--- src/source/peak_pkg.sv ---
// shared sizing for the four-antenna peak detector
// every rtl block reads its widths and depths from here by scoped name
`default_nettype none

package peak_pkg;

  //////////////////////////////
  // channel layout
  //////////////////////////////

  // antenna channels
  localparam int num_channels = 4;
  // raw sample bits per channel
  localparam int chan_width = 32;
  // packed raw word, all channels
  localparam int data_width = chan_width * num_channels;
  // magnitude bits per channel
  localparam int mag_width = 16;
  // packed magnitude word
  localparam int mag_bus_width = mag_width * num_channels;

  //////////////////////////////
  // burst capture
  //////////////////////////////

  // beats per burst, also buffer depth
  localparam int burst_len = 32;
  // must hold burst_len itself (idle value)
  localparam int count_width = 6;
  // half a burst, centres the burst on its peak
  localparam int mag_delay = burst_len / 2;

  //////////////////////////////
  // detection math
  //////////////////////////////

  // boxcar window is 2**avg_power samples
  localparam int avg_power = 5;
  localparam int sum_width = mag_width + avg_power;
  // peak multiplier is 2**thresh_shift
  localparam int thresh_shift = 3;
  localparam int thresh_width = mag_width + thresh_shift;

endpackage

`default_nettype wire

--- src/source/burst_buffer.sv ---
// shift-register store of the most recent packed raw words
// written while idle and read out oldest first during a burst
`default_nettype none

module burst_buffer (
  input  wire                             clk,
  input  wire                             shift_en,
  input  wire  [peak_pkg::data_width-1:0] s_axis_tdata,
  output logic [peak_pkg::data_width-1:0] m_axis_tdata
);

  // entry 0 holds the newest word and the last entry the oldest
  logic [peak_pkg::data_width-1:0] mem [0:peak_pkg::burst_len-1];

  //////////////////////////////
  // shift chain
  //////////////////////////////

  // newest word enters at entry 0 on each shift
  always_ff @(posedge clk) begin
    if (shift_en) begin
      mem[0] <= s_axis_tdata;
      for (int i = 1; i < peak_pkg::burst_len; i++) begin
        mem[i] <= mem[i-1];
      end
    end
  end

  // oldest word drives the output and holds while shift_en is low
  assign m_axis_tdata = mem[peak_pkg::burst_len-1];

endmodule

`default_nettype wire

--- config.mk ---
export PLATFORM = sky130hd
export DESIGN_NAME = burst_buffer
export DESIGN_NICKNAME = d
export VERILOG_FILES = /design/src/source/peak_pkg.sv /design/src/source/burst_buffer.sv
export SDC_FILE = /design/constraint.sdc
export NUM_CORES = 2
export LEC_CHECK = 0
export ABC_AREA = 1
export BUFFER_PORTS_ARGS = -buffer_cell sky130_fd_sc_hd__buf_2
export CAP_MARGIN = 25
export CORE_MARGIN = 2
export CORE_UTILIZATION = 56
export CTS_CLUSTER_SIZE = 28
export DETAILED_ROUTE_END_ITERATION = 12
export PLACE_DENSITY_LB_ADDON = 0.25
export SLEW_MARGIN = 20
export SYNTH_ARGS = -nofsm -noshare
export SYNTH_HDL_FRONTEND = slang
export SYNTH_SLANG_ARGS = --single-unit
export TNS_END_PERCENT = 1
--- constraint.sdc ---
create_clock -name clk -period 0.8 [get_ports clk]
set_input_delay 0.04 -clock clk [delete_from_list [all_inputs] [get_ports clk]]
set_output_delay 0.04 -clock clk [all_outputs]
set_load 0.01 [all_outputs]
==> impl_metrics.ini <==
[synthesis]
synth.most_common_cell = edfxtp_1
ys_seq_area_frac = 0.9922
synth-seq-cells = 4096
synth_area_sq_um = 124000
synth_nets = 4354
synth_ff_type = edfxtp_1
synth_top_area_frac = 0.9922
synthCells = 4224
synthTopCellsByArea = edfxtp_1 99%, buf_4 0.78%
synth.distinct_cells = 2
async_reset_ff_frac = 0
synth-edff-count = 4096
yosysWarnings = 0
syn_avg_cell_area_sq_um = 29.35
post-synth-top-area-cell = edfxtp_1
ys_top_cells_by_count = 4096 x edfxtp_1, 128 x buf_4

[worst_setup_path]
cp_slowest_cell = edfxtp_1
path_cells = buf_2
critPathCaptureType = primary output
critPathRequiredTime_ns = 0.76
cp_max_fo = 1
cp_top_family = flip-flops
slowest_delay_ns = 0.43
worst_setup_path_start_kind = flop
path_buf_inv = 1
crit_type = flop to primary output
cp.arrival_ns = 1.48

[clock_network]
cts_made_buffers = 392
cts-htree-levels = 5
path_clk_slew_ns = 0.05
clockBufferDepth = 4
cts_setup_buffers = 0
cts.sinks = 4096
tritoncts = built
cts_root_buffer = clkbuf_16
clkLatencyLatePin_ns = 0.93

[outcome]
violations = hold timing, setup timing
status = finished with violations

[timing]
drv_slew = 0
setup_violations = 701
fmax_ghz = 0.6574
slew_headroom = 0.6158
grt_setup_unrepaired = yes
finalHoldViolCount = 1096
period_share = 1.902
worst_slew_pin_slew_ns = 0.5764
tns_ns = -138.83
fin_worst_skew_ns = 0.04940
fin_crit_ns = 1.521
whs_ns = -0.2778
fin_ws_ns = -0.7213

[cells_and_area]
areaGrowthSynthToFinish_pct = 18.52
fillCellCount = 13330
layout.nets = 5456
ff_latch_area_sq_um = 123000
multi_input_cells = 0
multi_input_area_sq_um = 0
layout-drive-gt1-share = 0.1890
largest_reg_flops = 4096
regMostFlops = mem
biggestRegsByFlops = mem (4096)

[drt]
remaining_drc_errors = 0
final_antenna_net_count = 0
wl_per_cell_microns = 14.19
post_drt_via_cell_ratio = 4.503
routed_wirelength_microns = 121800
num_vias = 38650
drt_iter0_markers = 2080
dr.pass1.iters = 5

[floorplan]
fp-row-count = 172
start_util = 0.5636
ios = 258
die_x_microns = 474.5
die-area_sq_um = 225100
die_y_microns = 474.5
core_area_sq_um = 219900

[pwr]
clkPwrFrac = 0.402
total_power_w = 0.4358
p_sw_w = 0.07778
p_seq_frac = 0.580
vdd_drop_max_mv = 2.675
total_leakage_power_nw = 50.27
internal_power_w = 0.3581
switching_share = 0.1785
p_per_area_nw_per_um2 = 2967
power_frac_comb = 0.018

[placed_design]
dp_hpwl_microns = 63470
port-buffer-count = 257

[global_route]
antenna_found_initial = 3
grt_pass1_vias = 40060
grt_pass1_wl_microns = 202800
grt_max_degree = 104
gr-usage-all-layers = 0.1111
grt_overflow = 0

[job]
maxCapViolations = 0

[min_path]
min_path_type = input pin to flop
==> layer usage <==
layer  track usage  up-vias  wire length [microns]
li1              -    19340                      -
met1        0.1505    18300                  53950
met2        0.1719      706                  57700
met3       0.03086      304                   6233
met4       0.04853        0                   3907
met5             0        -                      0
==> through the flow <==
| stage | instance area (sq um) | setup WS (ns) | utilization | cells |
|---|---|---|---|---|
| floorplan | 124000 | 0.2112 | - | 4224 |
| detailed placement | 131300 | -0.4044 | 0.5969 | 7574 |
| global route | 146900 | -0.8309 | 0.6680 | 8583 |
| global placement | 131300 | -0.3600 | 0.5969 | 7574 |
| CTS | 146800 | -0.8389 | 0.6674 | 8569 |
| finish | 146900 | -0.7213 | 0.6680 | 8583 |
==> cell usage in the layout, fill, tap and decap left out <==
master and n:
clkinv_4 5, buf_4 161, buf_2 256, clkinvlp_4 12, dlygate4sd3_1 309, inv_6 9
edfxtp_1 4096, diode_2 2, clkbuf_16 396, clkinv_8 3, clkbuf_2 2, buf_12 108
clkbuf_1 62, bufinv_16 46, clkinv_1 93, clkinv_2 65
==> power by group through the flow <==
stage               Clock, W  Combinational, W  Sequential, W
floorplan                  0          0.000650          0.256
global placement           0           0.00611          0.257
detailed placement         0           0.00646          0.258
CTS                    0.181           0.00761          0.253
global route           0.189           0.00835          0.254
finish                 0.175           0.00763          0.253
==> repair_timing <==
action,4_1_cts,5_1_grt
resized for setup,0,11
endpoints found under the setup margin,128,2530
hold buffers,304,12
hold endpoints to repair,4224,1952
==> final timing paths <==
kind | from | end | slack [ns] | cells after the start
worst min register to register | mem[1][944]$_DFFE_PP_ | mem[1][1072]$_DFFE_PP_ | 0.38 | 0
worst max register to register | mem[1][1718]$_DFFE_PP_ | mem[1][1846]$_DFFE_PP_ | 0.09 | 0
worst max-delay path | mem[1][1959]$_DFFE_PP_ | m_axis_tdata[39] | -0.72 | 1
worst min-delay path | shift_en | mem[0][13]$_DFFE_PP_ | -0.28 | 2
==> cells by family after synthesis <==
family / Yosys count / synth area share
buffers and inverters: 128 / 0.007752
DFF: 4096 / 0.9922
==> layout make-up <==
class,count,area share
timing repair buffer,836,0.05278
antenna,2,0.00003407
tap,2958,0.02519
clock buffer,458,0.06903
sequential,4096,0.8372
clock inverter,233,0.01577
Note: power is estimated with default switching activity, not from simulation.
