===== config.mk =====
export PLATFORM = sky130hd
export DESIGN_NAME = mag_delay_line
export DESIGN_NICKNAME = d
export VERILOG_FILES = /design/src/source/peak_pkg.sv /design/src/source/mag_delay_line.sv
export SDC_FILE = /design/constraint.sdc
export NUM_CORES = 1
export LEC_CHECK = 0
export BUFFER_PORTS_ARGS = -buffer_cell sky130_fd_sc_hd__buf_2
export CORE_AREA = 2 2 265 267
export CTS_BUF_LIST = sky130_fd_sc_hd__clkbuf_2
export CTS_CLUSTER_DIAMETER = 100
export CTS_CLUSTER_SIZE = 12
export DETAILED_ROUTE_END_ITERATION = 8
export DIE_AREA = 0 0 267 269
export PLACE_DENSITY = 0.76
export SYNTH_ARGS = -nofsm -noshare
export SYNTH_HDL_FRONTEND = slang
export SYNTH_SLANG_ARGS = --single-unit
export TNS_END_PERCENT = 5

===== constraint.sdc =====
create_clock -name clk -period 16.8 [get_ports clk]
set_input_delay 1.68 -clock clk [delete_from_list [all_inputs] [get_ports clk]]
set_output_delay 1.68 -clock clk [all_outputs]
set_load 0.02 [all_outputs]

===== src/source/peak_pkg.sv =====
// shared sizing for the four-antenna peak detector
// every rtl block reads its widths and depths from here by scoped name
`default_nettype none

package peak_pkg;

  //////////////////////////////
  // channel layout
  //////////////////////////////

  // antenna channels
  localparam int num_channels = 4;
  // raw sample bits per channel
  localparam int chan_width = 32;
  // packed raw word, all channels
  localparam int data_width = chan_width * num_channels;
  // magnitude bits per channel
  localparam int mag_width = 16;
  // packed magnitude word
  localparam int mag_bus_width = mag_width * num_channels;

  //////////////////////////////
  // burst capture
  //////////////////////////////

  // beats per burst, also buffer depth
  localparam int burst_len = 32;
  // must hold burst_len itself (idle value)
  localparam int count_width = 6;
  // half a burst, centres the burst on its peak
  localparam int mag_delay = burst_len / 2;

  //////////////////////////////
  // detection math
  //////////////////////////////

  // boxcar window is 2**avg_power samples
  localparam int avg_power = 5;
  localparam int sum_width = mag_width + avg_power;
  // peak multiplier is 2**thresh_shift
  localparam int thresh_shift = 3;
  localparam int thresh_width = mag_width + thresh_shift;

endpackage

`default_nettype wire


===== src/source/mag_delay_line.sv =====
// delays the packed magnitude word by half a burst of valid beats
// lines each sample up with the average of the window around it
`default_nettype none

module mag_delay_line (
  input  wire                               clk,
  input  wire                               rst,
  input  wire                               s_axis_tvalid,
  input  wire [peak_pkg::mag_bus_width-1:0] s_axis_tmag,
  output logic [peak_pkg::mag_bus_width-1:0] mag_delayed
);

  // stage 0 takes the newest beat
  logic [peak_pkg::mag_bus_width-1:0] stage [0:peak_pkg::mag_delay-1];

  //////////////////////////////
  // shift on valid beats only
  //////////////////////////////

  always_ff @(posedge clk) begin
    if (rst) begin
      // clear every stage
      for (int i = 0; i < peak_pkg::mag_delay; i++) begin
        stage[i] <= '0;
      end
    end else if (s_axis_tvalid) begin
      stage[0] <= s_axis_tmag;
      for (int i = 1; i < peak_pkg::mag_delay; i++) begin
        stage[i] <= stage[i-1];
      end
    end
  end

  // oldest stage is mag_delay valid beats back
  assign mag_delayed = stage[peak_pkg::mag_delay-1];

endmodule

`default_nettype wire


==> flow_metrics.tcl <==
set metrics [dict create \
    status "finished clean" \
    place_ws_ns 10.45 \
    clkLatencyLatePin_ns 1.13 \
    gp_congestion 0.6948 \
    port_buffers 130 \
    dieHeight_um 269 \
    final_cell_mix "1,024 x edfxtp_1, 640 x and3b_1, 200 x nor2b_2" \
    r2r_end "stage[0][807]$_SDFFCE_PP0P_" \
    dieArea_um2 71820 \
    netlist_instances 2298 \
    vdd.ir_drop.worst_v 0.00004999 \
    cts_num_sinks 1024 \
    period_share_pct 31.03 \
    worst_clock_skew_ns 0.08030 \
    viasPerCell 4.997 \
    slew_headroom_pct 14.75 \
    drc 0 \
    drive_above_1_share_pct 19.62 \
    largestRegisters "stage: 1024 flops" \
    endpoint_kind "flop" \
    cts_resized 0 \
    crit_chain "buf_8 -> or2_4 -> buf_4 -> buf_4 -> buf_4" \
    wirelength_um 42640 \
    crit_end "stage[0][87]$_SDFFCE_PN0P_" \
    antenna_found_initial 2 \
    core_um2 69300 \
    synth-compound-area-share_pct 0 \
    p_total_uw 4115 \
    finalHoldViolations 0 \
    area_delta_synth_final_pct 2.313 \
    grt_max_degree 287 \
    cp_common_cell "buf_4" \
    crit_slowest_cell "buf_4" \
    grt_use_total_pct 11.92 \
    num_vias 16200 \
    power_density_nw_per_um2 98.34 \
    layout.nets 2361 \
    drtIter0Drc 1079 \
    tightest_slew_ns 1.279 \
    finalCriticalPeriod_ns 5.213 \
    leakagePower_uw 0.01801 \
    final_util_pct 60.38 \
    setup_violations 0 \
    synth-seq-area-share_pct 75.18 \
    r2r_cells 1 \
    max_stage_delay_ns 0.93 \
    ys_seq_elements 1024 \
    cts_tree "yes" \
    required_ns 17.49 \
    layout_setup_ws_ns 11.59 \
    dp_hpwl_um 20460 \
    synth_xor_area_share_pct 0 \
    antenna_left 0 \
    ios 131 \
    die_x_um 267 \
    min_path_type "reg -> reg" \
    start_util_pct 59.02 \
    synthAdderAreaFrac_pct 0 \
    maxSlewViolCount 0 \
    fmax_mhz 191.8 \
    setup_tns_ns 0 \
    cts_setup_buffers 0 \
    grt_pass1_wl_um 71810 \
    syn_area_per_cell_um2 17.80 \
    htreeDepth 3 \
    dr.pass1.iters 5 \
    reg2reg_slack_ns 15.93 \
    holdBufCountCts 0 \
    rows 97 \
    grt_pass1_vias 15580 \
    clkSlewWorstSetupHoldPaths_ns 0.21 \
    worstPathArrival_ns 5.91 \
    cp-start-kind "input port" \
    wl_per_cell_um 13.16 \
    grt-ovfl-total 0 \
    cts_buffer_depth 3 \
    yosys_warnings 0 \
    cts_buffers 95 \
    synthMuxAreaShare_pct 0 \
    largest-register "stage" \
    cts_root_buf "clkbuf_2" \
    synth_fp_nets 2365 \
    rsz0062_at_grt "false" \
    synth-simple-area-share_pct 20.82 \
    synth_top_family_by_area "simple AND/OR/NAND/NOR gates" \
    synth_cell_types 9 \
    critPathMaxFanout 174 \
    rr_startpoint "stage[0][743]$_SDFFCE_PP0P_" \
    netlist_area_um2 40900 \
    critPathKind "in -> reg" \
    largest_reg_flops 1024 \
    cp-startpoint "s_axis_tvalid" \
    final_common_cell "edfxtp_1" \
    cap_violations 0 \
]
[synthesized netlist by cell type, drive strengths merged]
cell type / count / share of area (%)
clkbuf: 14 / 0.13
nor2b: 384 / 7.1
buf: 235 / 3.9
edfxtp: 1024 / 75
or2: 1 / 0.015
and3b: 640 / 14
[cell type report]
class                   count  area [um2]
clock buffers              95       475.5
diodes                      2       5.005
multi-input cells        1025        8517
fillers                  5007       27460
flip-flops and latches   1024       30750
repair buffers            148       830.8
clock inverters             7       91.34
well taps                 940        1176
[power breakdown]
part	leakage, uW	switching [uW]	internal [uW]
Sequential	0.0113	33.4	2990
Clock	0.000436	682	182
Combinational	0.00628	133	90.6
[cells by family after synthesis]
logic type	count (synthesis)
simple gates	1025
buf+inv	249
flops	1024
[critical path, delay by kind of cell]
kind | cells | cell delay, ns
and+or+nand+nor | 1 | 0.85
buffers and inverters | 4 | 3.13
[through the flow]
step / cell area (um2) / hold slack (ns) / std cells
finish: 41850 / 0.4999 / 3241
detailed placement: 41270 / 0.5125 / 3137
CTS: 41840 / 0.4557 / 3239
floorplan: 40900 / 0.5073 / 2298
global placement: 41270 / 0.5120 / 3137
global route: 41850 / 0.4966 / 3241
[worst min path at each step]
stage	start	endpoint	slack (ns)	cells past startpoint
detailed placement	stage[0][785]$_SDFFCE_PP0P_	stage[0][849]$_SDFFCE_PP0P_	0.51	1
global route	stage[0][305]$_SDFFCE_PN0P_	stage[0][369]$_SDFFCE_PN0P_	0.50	1
CTS	stage[0][198]$_SDFFCE_PN0P_	stage[0][262]$_SDFFCE_PN0P_	0.46	1
finish	stage[0][198]$_SDFFCE_PN0P_	stage[0][262]$_SDFFCE_PN0P_	0.50	1
floorplan	stage[0][936]$_SDFFCE_PP0P_	stage[0][1000]$_SDFFCE_PP0P_	0.51	1
global placement	stage[0][939]$_SDFFCE_PP0P_	stage[0][1003]$_SDFFCE_PP0P_	0.51	1
[routing by layer]
metal  GRT usage (%)  up-vias  share of wire [%]
met1           15.39     7540                 46
met4           4.373        0                1.9
met2           19.95      224                 48
li1                -     8361                  -
met5               0        -                  0
met3           2.758       70                4.3
No activity file was read; power rests on OpenSTA's default activity.
