File: src/source/peak_pkg.sv
// shared sizing for the four-antenna peak detector
// every rtl block reads its widths and depths from here by scoped name
`default_nettype none

package peak_pkg;

  //////////////////////////////
  // channel layout
  //////////////////////////////

  // antenna channels
  localparam int num_channels = 4;
  // raw sample bits per channel
  localparam int chan_width = 32;
  // packed raw word, all channels
  localparam int data_width = chan_width * num_channels;
  // magnitude bits per channel
  localparam int mag_width = 16;
  // packed magnitude word
  localparam int mag_bus_width = mag_width * num_channels;

  //////////////////////////////
  // burst capture
  //////////////////////////////

  // beats per burst, also buffer depth
  localparam int burst_len = 32;
  // must hold burst_len itself (idle value)
  localparam int count_width = 6;
  // half a burst, centres the burst on its peak
  localparam int mag_delay = burst_len / 2;

  //////////////////////////////
  // detection math
  //////////////////////////////

  // boxcar window is 2**avg_power samples
  localparam int avg_power = 5;
  localparam int sum_width = mag_width + avg_power;
  // peak multiplier is 2**thresh_shift
  localparam int thresh_shift = 3;
  localparam int thresh_width = mag_width + thresh_shift;

endpackage

`default_nettype wire

File: src/source/peak_threshold.sv
// per-channel threshold and strict compare against the delayed magnitude
// emits one pulse when any channel first rises above its threshold
`default_nettype none

module peak_threshold (
  input  wire                               clk,
  input  wire                               rst,
  input  wire [peak_pkg::mag_bus_width-1:0] mag_delayed,
  input  wire [peak_pkg::mag_bus_width-1:0] avg_bus,
  output logic                              peak_rise
);

  // one registered threshold per channel
  logic [peak_pkg::thresh_width-1:0] thresh [0:peak_pkg::num_channels-1];
  // registered compare results
  logic [peak_pkg::num_channels-1:0] peak_flag;
  // any channel above threshold and its copy one cycle back
  logic                              peak_any;
  logic                              peak_any_d;

  //////////////////////////////
  // threshold stage
  //////////////////////////////

  // (avg + 1) * 8 recomputed every cycle from avg
  always_ff @(posedge clk) begin
    for (int c = 0; c < peak_pkg::num_channels; c++) begin
      // saturate where a full-scale avg would wrap to zero
      // no magnitude can exceed an all-ones threshold anyway
      if (&avg_bus[c*peak_pkg::mag_width +: peak_pkg::mag_width]) begin
        thresh[c] <= '1;
      end else begin
        thresh[c] <= ({{peak_pkg::thresh_shift{1'b0}},
                       avg_bus[c*peak_pkg::mag_width +: peak_pkg::mag_width]} + 1'b1)
                     << peak_pkg::thresh_shift;
      end
    end
  end

  //////////////////////////////
  // compare and edge detect
  //////////////////////////////

  always_ff @(posedge clk) begin
    if (rst) begin
      peak_flag  <= '0;
      peak_any_d <= 1'b0;
    end else begin
      // strictly greater so a sample equal to threshold is no peak
      for (int c = 0; c < peak_pkg::num_channels; c++) begin
        peak_flag[c] <= mag_delayed[c*peak_pkg::mag_width +: peak_pkg::mag_width]
                        > thresh[c];
      end
      peak_any_d <= peak_any;
    end
  end

  assign peak_any = |peak_flag;

  // wide peaks give a single pulse on the leading edge
  assign peak_rise = peak_any & ~peak_any_d;

endmodule

`default_nettype wire

File: config.mk
export PLATFORM = sky130hd
export DESIGN_NAME = peak_threshold
export DESIGN_NICKNAME = d
export VERILOG_FILES = /design/src/source/peak_pkg.sv /design/src/source/peak_threshold.sv
export SDC_FILE = /design/constraint.sdc
export NUM_CORES = 1
export LEC_CHECK = 0
export BUFFER_PORTS_ARGS = -buffer_cell sky130_fd_sc_hd__buf_2
export CAP_MARGIN = 20
export CORE_AREA = 2 2 110 112
export CTS_BUF_LIST = sky130_fd_sc_hd__clkbuf_4
export CTS_CLUSTER_DIAMETER = 100
export DETAILED_ROUTE_END_ITERATION = 10
export DIE_AREA = 0 0 112 114
export PLACE_DENSITY = 0.66
export SYNTH_ARGS = -nofsm -noshare
export SYNTH_HDL_FRONTEND = slang
export SYNTH_SLANG_ARGS = --single-unit
File: constraint.sdc
create_clock -name clk -period 1.49 [get_ports clk]
set_input_delay 0.149 -clock clk [delete_from_list [all_inputs] [get_ports clk]]
set_output_delay 0.149 -clock clk [all_outputs]
set_load 0.005 [all_outputs]
==> results by group <==
Run status
  • Status: complete, but fails checks
  • Failing checks: negative setup slack

STA
  • Fmax: 0.6574 GHz
  • Final worst setup slack: -31.18 ps
  • WHS: roughly 26 ps
  • Slew Viols, Final: 0
  • Clock Skew: 12.25 ps
  • Final min period: 1521 ps
  • Worst Tran Pin Value: ~400 ps
  • Slew headroom: 0.7252
  • Final setup vio count: 1
  • Final worst-path cycle share: 1.021
  • Final Hold Vio Count: 0
  • RSZ-0062 raised after global routing: true

Synth
  • EDFF count, synth: 0
  • Leading area contributor after synthesis: dfxtp_1
  • Sequential fraction of the synthesis area: 0.3202
  • Yosys top cell area share: 0.3202
  • Commonest register cell after synthesis: dfxtp_1
  • Top cells by count, synth: 73 x dfxtp_1, 71 x inv_1, 68 x ha_1
  • Synth Warn #: 0
  • Distinct cell type count after synthesis: 43
  • Post-Synthesis Cells: ~530
  • Synth async-reset ratio: 0
  • Post-Syn Nets: between 700 and 800
  • Syn Std Cell Area: around 4600 µm²
  • Syn avg cell area: just under 9 µm²
  • Top cells by area, synth: dfxtp_1 32%, ha_1 19%, inv_1 5.8%
  • Seq cells post-synth: 73
  • Most frequent cell after synthesis: dfxtp_1

CTS
  • CTS tree: yes
  • Sink Count: 73
  • Inserted Clock Buffers: 9
  • CTS root buf: clkbuf_4
  • Max Buffers Root-to-Sink: 2
  • Clk slew on worst S/H paths: approximately 120 ps
  • Htree depth: 3
  • Clk Latency, worst-skew pair: 430 ps

Worst setup path
  • Worst setup EP type: register
  • Bufs and invs on worst path: 1
  • CP Class: reg2reg
  • Crit-path max FO: 2
  • Worst r2r dst: peak_flag[2]
  • R2r setup slk: -30 ps
  • CP max stage delay: 340 ps
  • Cell family with most CP delay: compound AO/OA/AOI/OAI gates
  • CP arrival: 1840 ps
  • Worst path slowest cell: dfxtp_2
  • Reg2Reg Depth: 6
  • Critical Path Source Type: register
  • Worst R2R Start: thresh[2][14]
  • Critical path, cell by cell: inv_2 > ha_4 > a21o_1 > a221oi_4 > nor4b_4 > a211oi_2
  • Required @ worst endpoint: 1810 ps

Place
  • Port bufs: 130
  • DP HPWL: 8799 µm
  • Cell count after placement: 817
  • GP Congestion: 0.8386

Finish
  • Fraction of layout cells with a size suffix above 1: 0.3691
  • Non-Filler Instances: 885
  • Layout area overhead: 47.59%
  • Nets: 930
  • Finished Core Util: 0.5752

GRT
  • Gr usage total: 0.1800
  • GRT overflow: 0
  • Top Usage Layer GRT: met2
  • First-pass GRT wire length: 18540 µm
  • M2 GR Usage: 0.3366
  • Largest net degree at the start of global routing: 15
  • Met1 GRT Util: 0.2002
  • Number of global-route vias before repair: 4381
  • GR Layer Usage met3: 0.03719
  • Initial antenna violation count: 1

Hold path
  • Hold path endpoint: thresh[1][6]
  • Worst hold path depth: 3
  • Worst hold path startpoint: avg_bus[19]
  • Hold Crit Class: in2reg

Die
  • Io pins: 131
  • Die W: 112 µm
  • Core Area: about 12000 µm²
  • Row cnt: 40
  • Die Height: 114 µm
  • Full die area: 12770 µm²
  • Starting Density: 0.3897

Routing
  • Final wirelength: approximately 12000 µm
  • DRC violations left: 0
  • Detail Route Antenna Nets: 0
  • Pre-antenna DRT Iters: 4
  • Total vias in the final route: 4348
  • Vias per cell: 4.913
  • Drt initial violations: approximately 180
  • DR WL/cell: 13.70 µm

Flow run
  • Max Cap Violations: 0

Power
  • Static Leak: 3.173 nW
  • Pwr dens: approximately 680 nW/µm²
  • Maximum VDD drop: 0.3403 mV
-- kinds of logic after synthesis --
| group | count (synthesis) | share of synthesized area |
|---|---|---|
| AND/OR/NAND/NOR | 193 | 0.2371 |
| buffers and inverters | 78 | 0.06552 |
| adder cells (fa/ha/maj) | 68 | 0.1864 |
| multiplexers | 9 | 0.02303 |
| AO/OA/AOI/OAI | 71 | 0.09869 |
| flip-flops | 73 | 0.3202 |
| XOR/XNOR | 36 | 0.06908 |
-- cells in the final DEF, fill, tap and decap left out, types with 16 or more instances in the layout --
| cell | n |
|---|---|
| a21oi_1 | 21 |
| buf_2 | 128 |
| buf_4 | 21 |
| dfxtp_1 | 52 |
| dfxtp_2 | 21 |
| dlygate4sd3_1 | 49 |
| ha_1 | 42 |
| ha_4 | 26 |
| inv_1 | 55 |
| inv_2 | 16 |
| nand2_1 | 59 |
| nand3_1 | 31 |
| xnor2_1 | 22 |
-- worst reg2reg max path, cell delays in order, from the launching register on --
cell and delay [ps]:
dfxtp_2 340, inv_2 40, ha_4 210, a21o_1 180
a221oi_4 300, nor4b_4 250, a211oi_2 100
-- state kept, by name, summed over array words and instances, names as in the netlist --
register    count
thresh         68
peak_any_d      1
peak_flag       4
-- area by class of cell --
class                   count  area, µm²
repair buffers            200       1321
multi-input cells         377       3336
clock buffers               9      67.56
diodes                      1      2.502
fillers                   989       4975
flip-flops and latches     73       1488
clock inverters             7      71.32
inverters                  71      266.5
well taps                 147      183.9
-- what timing repair did --
action / 4_1_cts / 5_1_grt
hold buffers: 50 / 0
endpoints found under the setup margin: 5 / 39
gates resized for setup: 30 / 67
pin swaps: 14 / 25
setup buffers: 0 / 2
hold endpoints to repair: 52 / 0
-- routing by layer --
| metal | up-vias | routed length [µm] |
|---|---|---|
| met5 | - | 0 |
| met4 | 0 | 350 |
| met3 | 29 | 553 |
| met2 | 124 | 6136 |
| met1 | 1942 | 5088 |
| li1 | 2253 | - |
-- stage by stage --
| stage | instance area (µm²) | total power [W] | TNS [ps] | worst slack, ps |
|---|---|---|---|---|
| after floorplan | 4589 | 0.002634 | 0 | 15.22 |
| after global placement | 5547 | 0.002988 | -207.9 | -59.06 |
| after detailed placement | 5547 | 0.003031 | -444.7 | -143.4 |
| after CTS | 6422 | 0.004459 | -5.424 | -5.424 |
| after global routing | 6736 | 0.004827 | -399.2 | -88.53 |
| final | 6736 | 0.004558 | -31.18 | -31.18 |
-- worst max-delay path by stage --
stage             startpoint            to  cells past startpoint
3_5_place_dp   thresh[0][15]  peak_flag[0]                      6
5_1_grt        thresh[1][10]  peak_flag[1]                      6
3_3_place_gp   thresh[0][15]  peak_flag[0]                      6
4_1_cts        thresh[3][14]  peak_flag[3]                      6
6_report       thresh[2][14]  peak_flag[2]                      6
2_1_floorplan  thresh[0][15]  peak_flag[0]                      6
-- report_power, final --
group          leakage, nW  total, W  internal, W  switching [W]
clock               0.0696   0.00124     0.000507       0.000733
combinational         2.49   0.00121     0.000644       0.000568
sequential           0.615   0.00211      0.00207      0.0000322
total                 3.17   0.00456      0.00322        0.00133
(Power assumes the default switching activity.)
