<file path="src/source/peak_pkg.sv">
// shared sizing for the four-antenna peak detector
// every rtl block reads its widths and depths from here by scoped name
`default_nettype none

package peak_pkg;

  //////////////////////////////
  // channel layout
  //////////////////////////////

  // antenna channels
  localparam int num_channels = 4;
  // raw sample bits per channel
  localparam int chan_width = 32;
  // packed raw word, all channels
  localparam int data_width = chan_width * num_channels;
  // magnitude bits per channel
  localparam int mag_width = 16;
  // packed magnitude word
  localparam int mag_bus_width = mag_width * num_channels;

  //////////////////////////////
  // burst capture
  //////////////////////////////

  // beats per burst, also buffer depth
  localparam int burst_len = 32;
  // must hold burst_len itself (idle value)
  localparam int count_width = 6;
  // half a burst, centres the burst on its peak
  localparam int mag_delay = burst_len / 2;

  //////////////////////////////
  // detection math
  //////////////////////////////

  // boxcar window is 2**avg_power samples
  localparam int avg_power = 5;
  localparam int sum_width = mag_width + avg_power;
  // peak multiplier is 2**thresh_shift
  localparam int thresh_shift = 3;
  localparam int thresh_width = mag_width + thresh_shift;

endpackage

`default_nettype wire

</file>
<file path="src/source/boxcar_avg.sv">
// running boxcar average of one channel's magnitude
// one instance per antenna, updated on each valid beat
`default_nettype none

module boxcar_avg (
  input  wire                           clk,
  input  wire                           rst,
  input  wire                           s_axis_tvalid,
  input  wire [peak_pkg::mag_width-1:0] mag,
  output logic [peak_pkg::mag_width-1:0] avg
);

  // window history, index 0 newest
  logic [peak_pkg::mag_width-1:0] hist [0:(1 << peak_pkg::avg_power)-1];
  // sum of everything currently in the window
  logic [peak_pkg::sum_width-1:0] acc;

  //////////////////////////////
  // window update
  //////////////////////////////

  always_ff @(posedge clk) begin
    if (rst) begin
      acc <= '0;
      for (int i = 0; i < (1 << peak_pkg::avg_power); i++) begin
        hist[i] <= '0;
      end
    end else if (s_axis_tvalid) begin
      // add the new sample, drop the one leaving the window
      acc <= acc
             + {{peak_pkg::avg_power{1'b0}}, mag}
             - {{peak_pkg::avg_power{1'b0}}, hist[(1 << peak_pkg::avg_power)-1]};
      hist[0] <= mag;
      for (int i = 1; i < (1 << peak_pkg::avg_power); i++) begin
        hist[i] <= hist[i-1];
      end
    end
  end

  // divide by window size
  assign avg = acc[peak_pkg::sum_width-1:peak_pkg::avg_power];

  //////////////////////////////
  // checks
  //////////////////////////////

  // sum bounded by window times full-scale magnitude
  // catches a history/accumulator mismatch over many beats
  acc_bounded: assert property (
    @(posedge clk) disable iff (rst)
      acc <= {{peak_pkg::mag_width{1'b1}}, {peak_pkg::avg_power{1'b0}}}
  ) else $error("boxcar accumulator above window full scale");

endmodule

`default_nettype wire

</file>
<file path="config.mk">
export PLATFORM = sky130hd
export DESIGN_NAME = boxcar_avg
export DESIGN_NICKNAME = d
export VERILOG_FILES = /design/src/source/peak_pkg.sv /design/src/source/boxcar_avg.sv
export SDC_FILE = /design/constraint.sdc
export NUM_CORES = 1
export LEC_CHECK = 0
export BUFFER_PORTS_ARGS = -buffer_cell sky130_fd_sc_hd__buf_2
export CAP_MARGIN = 20
export CORE_UTILIZATION = 62
export CTS_CLUSTER_DIAMETER = 80
export DETAILED_ROUTE_END_ITERATION = 12
export GPL_ROUTABILITY_DRIVEN = 0
export PLACE_DENSITY = 0.85
export RECOVER_POWER = 50
export REMOVE_ABC_BUFFERS = 1
export SLEW_MARGIN = 25
export SYNTH_ARGS = -nofsm -noshare
export SYNTH_HDL_FRONTEND = slang
export SYNTH_SLANG_ARGS = --single-unit
</file>
<file path="constraint.sdc">
create_clock -name clk -period 13.95 [get_ports clk]
set_input_delay 0 -clock clk [delete_from_list [all_inputs] [get_ports clk]]
set_output_delay 0 -clock clk [all_outputs]
set_load 0.01 [all_outputs]
</file>
==> metrics.cfg, run 1 <==
[outcome]
status=finished, violations left
violations=max-capacitance violations, max-slew violations

[cells_and_area]
fillers=2035
fin_nets=1465
drive_above_1_share=0.0731
design_area_um2=23400
regArea_um2=15800
area_delta_synth_final_pct=10.7
antenna_cells=0
multiInputGateArea_um2=4650

[yosys]
ys_ff_latch=533
async_flop_share=0
synth_common_cells=512 x edfxtp_1, 273 x and2_1, 226 x nor2b_1
synth_top_flop_cell=edfxtp_1
seq_area_frac_synth=0.749
synth_cell_type_count=49
synth_edf_count=512
synth.avg_cell_area_um2=15.4
synth_top_area_frac=0.729
yosysTopAreaCell=edfxtp_1
synthCells=1372
synth.area.top_cells=edfxtp_1 73%, and2_1 8.1%, nor2b_1 6.7%
synth.most_common_cell=edfxtp_1
ys_warn_count=0
syn-cell-area_um2=21100

[global_routing]
grt_usage=0.197
grt-ovfl-total=0
grt_pass1_vias=10100
grt_pass1_wl_um=54000
antenna_found_initial=1
grt_max_degree=214

[critical_path]
timing.critical_path.mode_cell=clkbuf_1
crit_fanout=149
cp_slowest_cell=clkbuf_1
cp.arrival_ns=7.61
worstSetupPathType=primary input to register
slowest_delay_ns=3.09
cp-start-kind=primary input
cp_data_required_time_ns=14.34
worstSetupEndpointType=register
crit_chain=dlygate4sd3_1 -> clkbuf_1 -> nor2_1 -> clkbuf_1 -> and2_1

[clock_network]
post_cts_buffers=0
htree_levels=2
clock_sinks=533
clk_path_buf_depth=3
cts-buffers-inserted=51
cts_tree=done
clk_pin_slew_worst_paths_ns=0.06
clockRootBuffer=clkbuf_16
worstSkewPairLatency_ns=0.56

[sta]
hold_viol=0
fin_crit_sh=0.518
setup_viol=0
tightest_slew_ns=4.35
timing.hold.ws_ns=0.299
finalSetupTns_ns=0
finClkSkew_ns=0.0108
drv_slew=554
post-route-min-period_ns=7.22
rsz0062_at_grt=no
slew_headroom=-1.90
max_clock_freq_mhz=139

[routing]
drt-wirelength-per-cell_um=17.5
drtPass1Iterations=5
drc=0
routed-via-count=10100
avgViaCountPerCell=5.32
drtIter0Drc=939
routed_wl_um=33200
antenna_left=0

[floorplan]
num_rows=67
start_util=0.629
ios=35
dieWidth_um=186
die_h_um=186
dieArea_um2=34800
core_area_um2=33500

[power]
peakVddDrop_v=0.000130
leakage_nw=9.01
total_power_w=0.00381
power_density_nw_per_um2=163

[place]
portBuffers=34
place_area_um2=21600
dp_hpwl_um=17800

[job]
maxCapViolCount=7

[hold_path]
hold_class=primary input to register

-- area by class of cell --
class / instances / area share
Clock buffer: 66 / 0.0579
Clock inverter: 29 / 0.0123
Inverter: 74 / 0.0122
Multi-Input combinational cell: 687 / 0.199
Sequential cell: 533 / 0.676
Tap cell: 448 / 0.0240
Timing Repair Buffer: 62 / 0.0187
-- metrics by stage --
step / utilization / std cells / setup WS (ns)
floorplan: - / 1294 / 3.06
global placement: 0.643 / 1784 / 10.21
detailed placement: 0.643 / 1785 / 10.24
CTS: 0.698 / 1898 / 10.26
global route: 0.697 / 1899 / 5.45
finish: 0.697 / 1899 / 6.73
-- layout by cell type (no fill, tap or decap), types with 4 or more instances in the layout --
master	n
a21o_1	7
a21oi_1	18
and2_0	105
and2_1	168
buf_2	17
bufinv_16	5
clkbuf_1	35
clkbuf_16	51
clkinv_1	9
clkinv_2	8
dfxtp_1	21
dlygate4sd3_1	18
edfxtp_1	512
fa_1	16
ha_1	21
inv_1	73
inv_6	4
mux2i_1	6
nand2_1	11
nand3_1	4
nand4_1	4
nor2_1	33
nor2b_1	226
nor3_1	4
o21ai_0	7
o22ai_1	6
xnor2_1	9
xor2_1	4
-- worst max-delay path: cells and delay by family --
family	cells	cell delay (ns)
simple gates	2	2.78
buf+inv	3	4.74
-- cell families (layout without fill, tap and decap cells) --
logic type / after synthesis / after routing / share of synthesized area
simple gates: 564 / 564 / 0.162
flops: 533 / 533 / 0.749
buf+inv: 152 / 231 / 0.0311
compound gates: 65 / 65 / 0.0211
fa+ha+maj: 37 / 37 / 0.0276
xor+xnor: 13 / 13 / 0.00540
mux: 8 / 8 / 0.00391
-- worst paths after layout --
| check | start | to | slack, ns | cells past startpoint |
|---|---|---|---|---|
| max reg2reg | acc[7] | acc[17] | 10.79 | 11 |
| min | mag[0] | hist[0][0] | 0.30 | 3 |
| max | rst | hist[0][131] | 6.73 | 5 |
| min reg2reg | acc[3] | acc[3] | 0.50 | 2 |
-- power by group --
part | internal, W | leakage [nW] | switching [W]
sequential | 0.00189 | 5.83 | 0.0000441
clock | 0.000781 | 0.803 | 0.000575
combinational | 0.000211 | 2.38 | 0.000309
total | 0.00288 | 9.01 | 0.000929
-- state kept, by name, summed over array words and instances (netlist names) --
name  cells
acc      21
hist    512
-- metal layers --
layer	track usage	part of all wire	vias up
met1	0.283	0.45	5045
met4	0.0555	0.019	0
met3	0.0406	0.051	54
li1	-	-	4767
met2	0.311	0.48	231
met5	0	0	-
-- what timing repair did --
action | CTS | global route
endpoints found under the hold margin | 69 | 0
hold buffers | 18 | 0
gates resized for setup | 0 | 0
Note: power is estimated with default switching activity, not from simulation.
==> run 2: changes to the inputs <==
- ABC_AREA: not set -> 1
- CORE_UTILIZATION: 62 -> 63
- PLACE_DENSITY: 0.85 -> 0.86
- clock period: 13.95 -> 7.1 ns (I/O delays scaled with it)
==> metrics.cfg, run 2 <==
[critical_path]
worstSetupEndpointType=register
cp-start-kind=primary input
cp_data_required_time_ns=7.38
cp.arrival_ns=4.30
worstSetupPathType=primary input to register
crit_fanout=84

[clock_network]
htree_levels=2
clk_path_buf_depth=3
clock_sinks=533
cts_resized=0
cts_hold_repair.buffers=18
cts_tree=done
cts-buffers-inserted=50
clk_pin_slew_worst_paths_ns=0.07
worstSkewPairLatency_ns=0.57
clockRootBuffer=clkbuf_16
post_cts_buffers=0

[yosys]
syn-cell-area_um2=22100
synth_common_cells=609 x inv_1, 537 x nor2_1, 512 x edfxtp_1
synth_top_area_frac=0.697
async_flop_share=0
seq_area_frac_synth=0.716
yosysTopAreaCell=edfxtp_1
synthCells=2008
synth_cell_type_count=26
synth_edf_count=512
synth.area.top_cells=edfxtp_1 70%, inv_1 10%, nor2_1 9.1%
ys_warn_count=0
synth.avg_cell_area_um2=11.0
ys_ff_latch=533
synth_top_flop_cell=edfxtp_1
synth.most_common_cell=inv_1

[cells_and_area]
regMostFlops=hist
antenna_cells=0
final_common_cell=inv_1
area_delta_synth_final_pct=10.1
drive_above_1_share=0.0495
regArea_um2=15800
final_cell_mix=608 x inv_1, 539 x nor2_1, 512 x edfxtp_1, 128 x nand2_1, 53 x clkbuf_16
fillers=2175
largest_reg_flops=512
design_area_um2=24300
multiInputGateArea_um2=3560
largestRegisters=hist: 512 flops, acc: 21 flops
fin_nets=2099

[power]
peakVddDrop_v=0.000240
total_power_w=0.00784
power_density_nw_per_um2=323
leakage_nw=10.4

[routing]
antenna_left=0
routed-via-count=12700
drtIter0Drc=1275
drtPass1Iterations=6
drc=0
routed_wl_um=38400
drt-wirelength-per-cell_um=15.1
avgViaCountPerCell=5.01

[global_routing]
grt_usage=0.218
grt_pass1_vias=12500
antenna_found_initial=0
grt_pass1_wl_um=60800
grt-ovfl-total=0
grt_max_degree=215

[place]
dp_hpwl_um=20800
place_area_um2=22500
portBuffers=34

[floorplan]
num_rows=68
dieArea_um2=35800
ios=35
start_util=0.639
die_h_um=189
dieWidth_um=189
core_area_um2=34500

[sta]
hold_viol=0
slew_headroom=-0.960
drv_slew=70
max_clock_freq_mhz=249
finClkSkew_ns=0.0187
finalSetupTns_ns=0
setup_viol=0
rsz0062_at_grt=no
fin_crit_sh=0.566
tightest_slew_ns=2.94
post-route-min-period_ns=4.02

[outcome]
violations=max-capacitance violations, max-slew violations
status=finished, violations left

[job]
maxCapViolCount=1

[hold_path]
hold_class=primary input to register

-- run 2: cell count changes after synthesis, moves of 7 or more --
cell      before  now
nor2_1        33  537
inv_1         74  609
xnor2_1        9    0
and2_1       273    2
nor2b_1      226    0
buf_2          0   52
clkbuf_1      58    7
nand3_1        4   24
nand2_1       11  128
a21o_1         7    0
-- run 2: area by class of cell --
| cell class | count | area share |
|---|---|---|
| multi-input combinational | 789 | 0.146 |
| timing repair buffer | 58 | 0.0174 |
| tap | 455 | 0.0234 |
| clock buffer | 67 | 0.0580 |
| sequential | 533 | 0.650 |
| clock inverter | 23 | 0.00968 |
| inverter | 611 | 0.0952 |
-- run 2: final timing paths --
kind	start	endpoint	slack, ns	depth (start not counted)
setup / recovery	rst	hist[1][85]	3.08	5
hold / removal	mag[3]	hist[0][3]	0.32	4
setup reg to reg	acc[10]	acc[15]	4.58	14
hold reg to reg	acc[18]	acc[18]	0.49	2
-- run 2: per-layer routing --
metal	vias to the layer above	GRT usage	routed length [µm]
li1	6095	-	-
met2	434	0.384	20000
met4	0	0.0744	953
met1	6101	0.273	15300
met3	78	0.0382	2200
met5	-	0	0
-- run 2: where the power goes --
part           internal, W  switching, W
Sequential         0.00372      0.000108
Combinational     0.000422      0.000907
Clock              0.00157       0.00111
Total              0.00571       0.00213
-- run 2: cell families after synthesis --
group | Yosys count | synth area share
compound gates | 46 | 0.0114
xor+xnor | 1 | 0.000397
fa+ha+maj | 37 | 0.0264
buf+inv | 686 | 0.122
flops | 533 | 0.716
simple gates | 705 | 0.124
-- run 2: worst max-delay path, cell delays in order --
cell	delay, ns
dlygate4sd3_1	0.54
buf_6	0.42
clkbuf_1	2.12
buf_4	0.93
nor2_1	0.15
-- run 2: metrics by stage --
step	cells	util	setup WS (ns)	hold WS [ns]
2_1_floorplan	1933	-	-3.80	0.169
3_3_place_gp	2427	0.651	4.38	0.354
3_5_place_dp	2427	0.651	4.27	0.351
4_1_cts	2535	0.704	4.23	0.303
5_1_grt	2536	0.704	2.72	0.353
6_report	2536	0.704	3.08	0.319
==> run 3: changes to the inputs <==
- CORE_UTILIZATION: 63 -> 57
- PLACE_DENSITY: 0.86 -> 0.82
- clock period: 7.1 -> 3.7 ns (I/O delays scaled with it)
==> metrics.cfg, run 3 (same netlist as run 2, synthesis figures left out) <==
[outcome]
status=finished, violations left
violations=max-capacitance violations, max-slew violations

[cells_and_area]
final_common_cell=inv_1
largest_reg_flops=512
design_area_um2=24400
area_delta_synth_final_pct=10.5
drive_above_1_share=0.0520
final_cell_count_no_fill=2607
largestRegisters=hist: 512 flops, acc: 21 flops
fin_nets=2109
fin_util=0.645
antenna_cells=0
final_cell_mix=608 x inv_1, 539 x nor2_1, 512 x edfxtp_1, 128 x nand2_1, 52 x clkbuf_16
fillers=2599
regMostFlops=hist

[sta]
drv_slew=82
finClkSkew_ns=0.0191
slew_headroom=-0.0490
max_clock_freq_mhz=354
rsz0062_at_grt=no
post-route-min-period_ns=2.82
timing.hold.ws_ns=0.290
setup_viol=0
hold_viol=0
tightest_slew_ns=1.57
fin_crit_sh=0.763

[routing]
antenna_left=0
avgViaCountPerCell=4.75
drtIter0Drc=1126
drc=0
routed-via-count=12400
highest-signal-layer=met4
drt-wirelength-per-cell_um=13.9
route.met3.wl_um=2170
routed-wl-met2_um=17700
routed_wl_um=36200
met1_length_um=15500
drtPass1Iterations=8

[clock_network]
clockRootBuffer=clkbuf_16
cts-buffers-inserted=52
worstSkewPairLatency_ns=0.60
htree_levels=2
clk_pin_slew_worst_paths_ns=0.06
clock_sinks=533
cts_resized=0
cts_tree=done
clk_path_buf_depth=3

[global_routing]
antenna_found_initial=0
grt-ovfl-total=0
grt_max_degree=134
grt_pass1_vias=12300
grt_pass1_wl_um=59000
grt_usage=0.191

[floorplan]
num_rows=71
dieWidth_um=199
start_util=0.583
ios=35
dieArea_um2=39500
die_h_um=199
core_area_um2=37800

[critical_path]
cp.arrival_ns=2.97
cp-start-kind=primary input
cp_data_required_time_ns=3.84
reg2reg_depth=13
worstSetupEndpointType=register
worstSetupPathType=primary input to register
crit_fanout=104

[place]
portBuffers=34
dp_hpwl_um=19800
place_inst=2492
place_area_um2=22700

[power]
peakVddDrop_v=0.000308
power_density_nw_per_um2=608
leakage_nw=10.5

[hold_path]
hold_class=primary input to register
holdPathStages=4

[job]
maxCapViolCount=2

==> run 3: routing by layer <==
layer,vias up,track usage
li1,6129,-
met1,5829,0.249
met2,356,0.315
met3,82,0.0426
met4,0,0.0689
met5,-,0
==> run 3: cell type report <==
type	instances	area (µm²)	share of cell area
repair buffers	66	499	0.0205
multi-input cells	789	3560	0.146
inverters	611	2310	0.0946
clock buffers	68	1370	0.0562
clock inverters	29	220	0.00903
well taps	511	639	0.0262
flip-flops and latches	533	15800	0.648
==> run 3: repair_timing <==
item                      CTS  global route
buffers inserted            0             0
hold endpoints to repair   95             0
hold buffers               18             0
==> run 3: through the flow <==
| step | setup TNS [ns] | setup WS [ns] | power, W |
|---|---|---|---|
| final | 0 | 0.876 | 0.0148 |
| after global routing | 0 | 0.711 | 0.0155 |
| after CTS | 0 | 1.34 | 0.0149 |
| after detailed placement | 0 | 1.35 | 0.00989 |
| after global placement | 0 | 1.39 | 0.00978 |
| after floorplan | -3771.19 | -7.20 | 0.00933 |
==> run 3: report_power, final <==
group / switching (W) / internal (W)
clock: 0.00222 / 0.00277
sequential: 0.000190 / 0.00714
combinational: 0.00169 / 0.000811
==> run 3: path summary, 6_finish.rpt <==
kind	startpoint	end	slack (ns)
max	rst	hist[0][94]	0.88
min	mag[15]	hist[0][15]	0.29
max reg2reg	acc[10]	acc[16]	1.28
min reg2reg	acc[13]	acc[13]	0.49
==> run 3: critical path, cell delays in order <==
cell           delay (ns)
dlygate4sd3_1        0.56
buf_6                0.25
nor2_1               0.84
inv_8                0.47
clkbuf_4             0.73
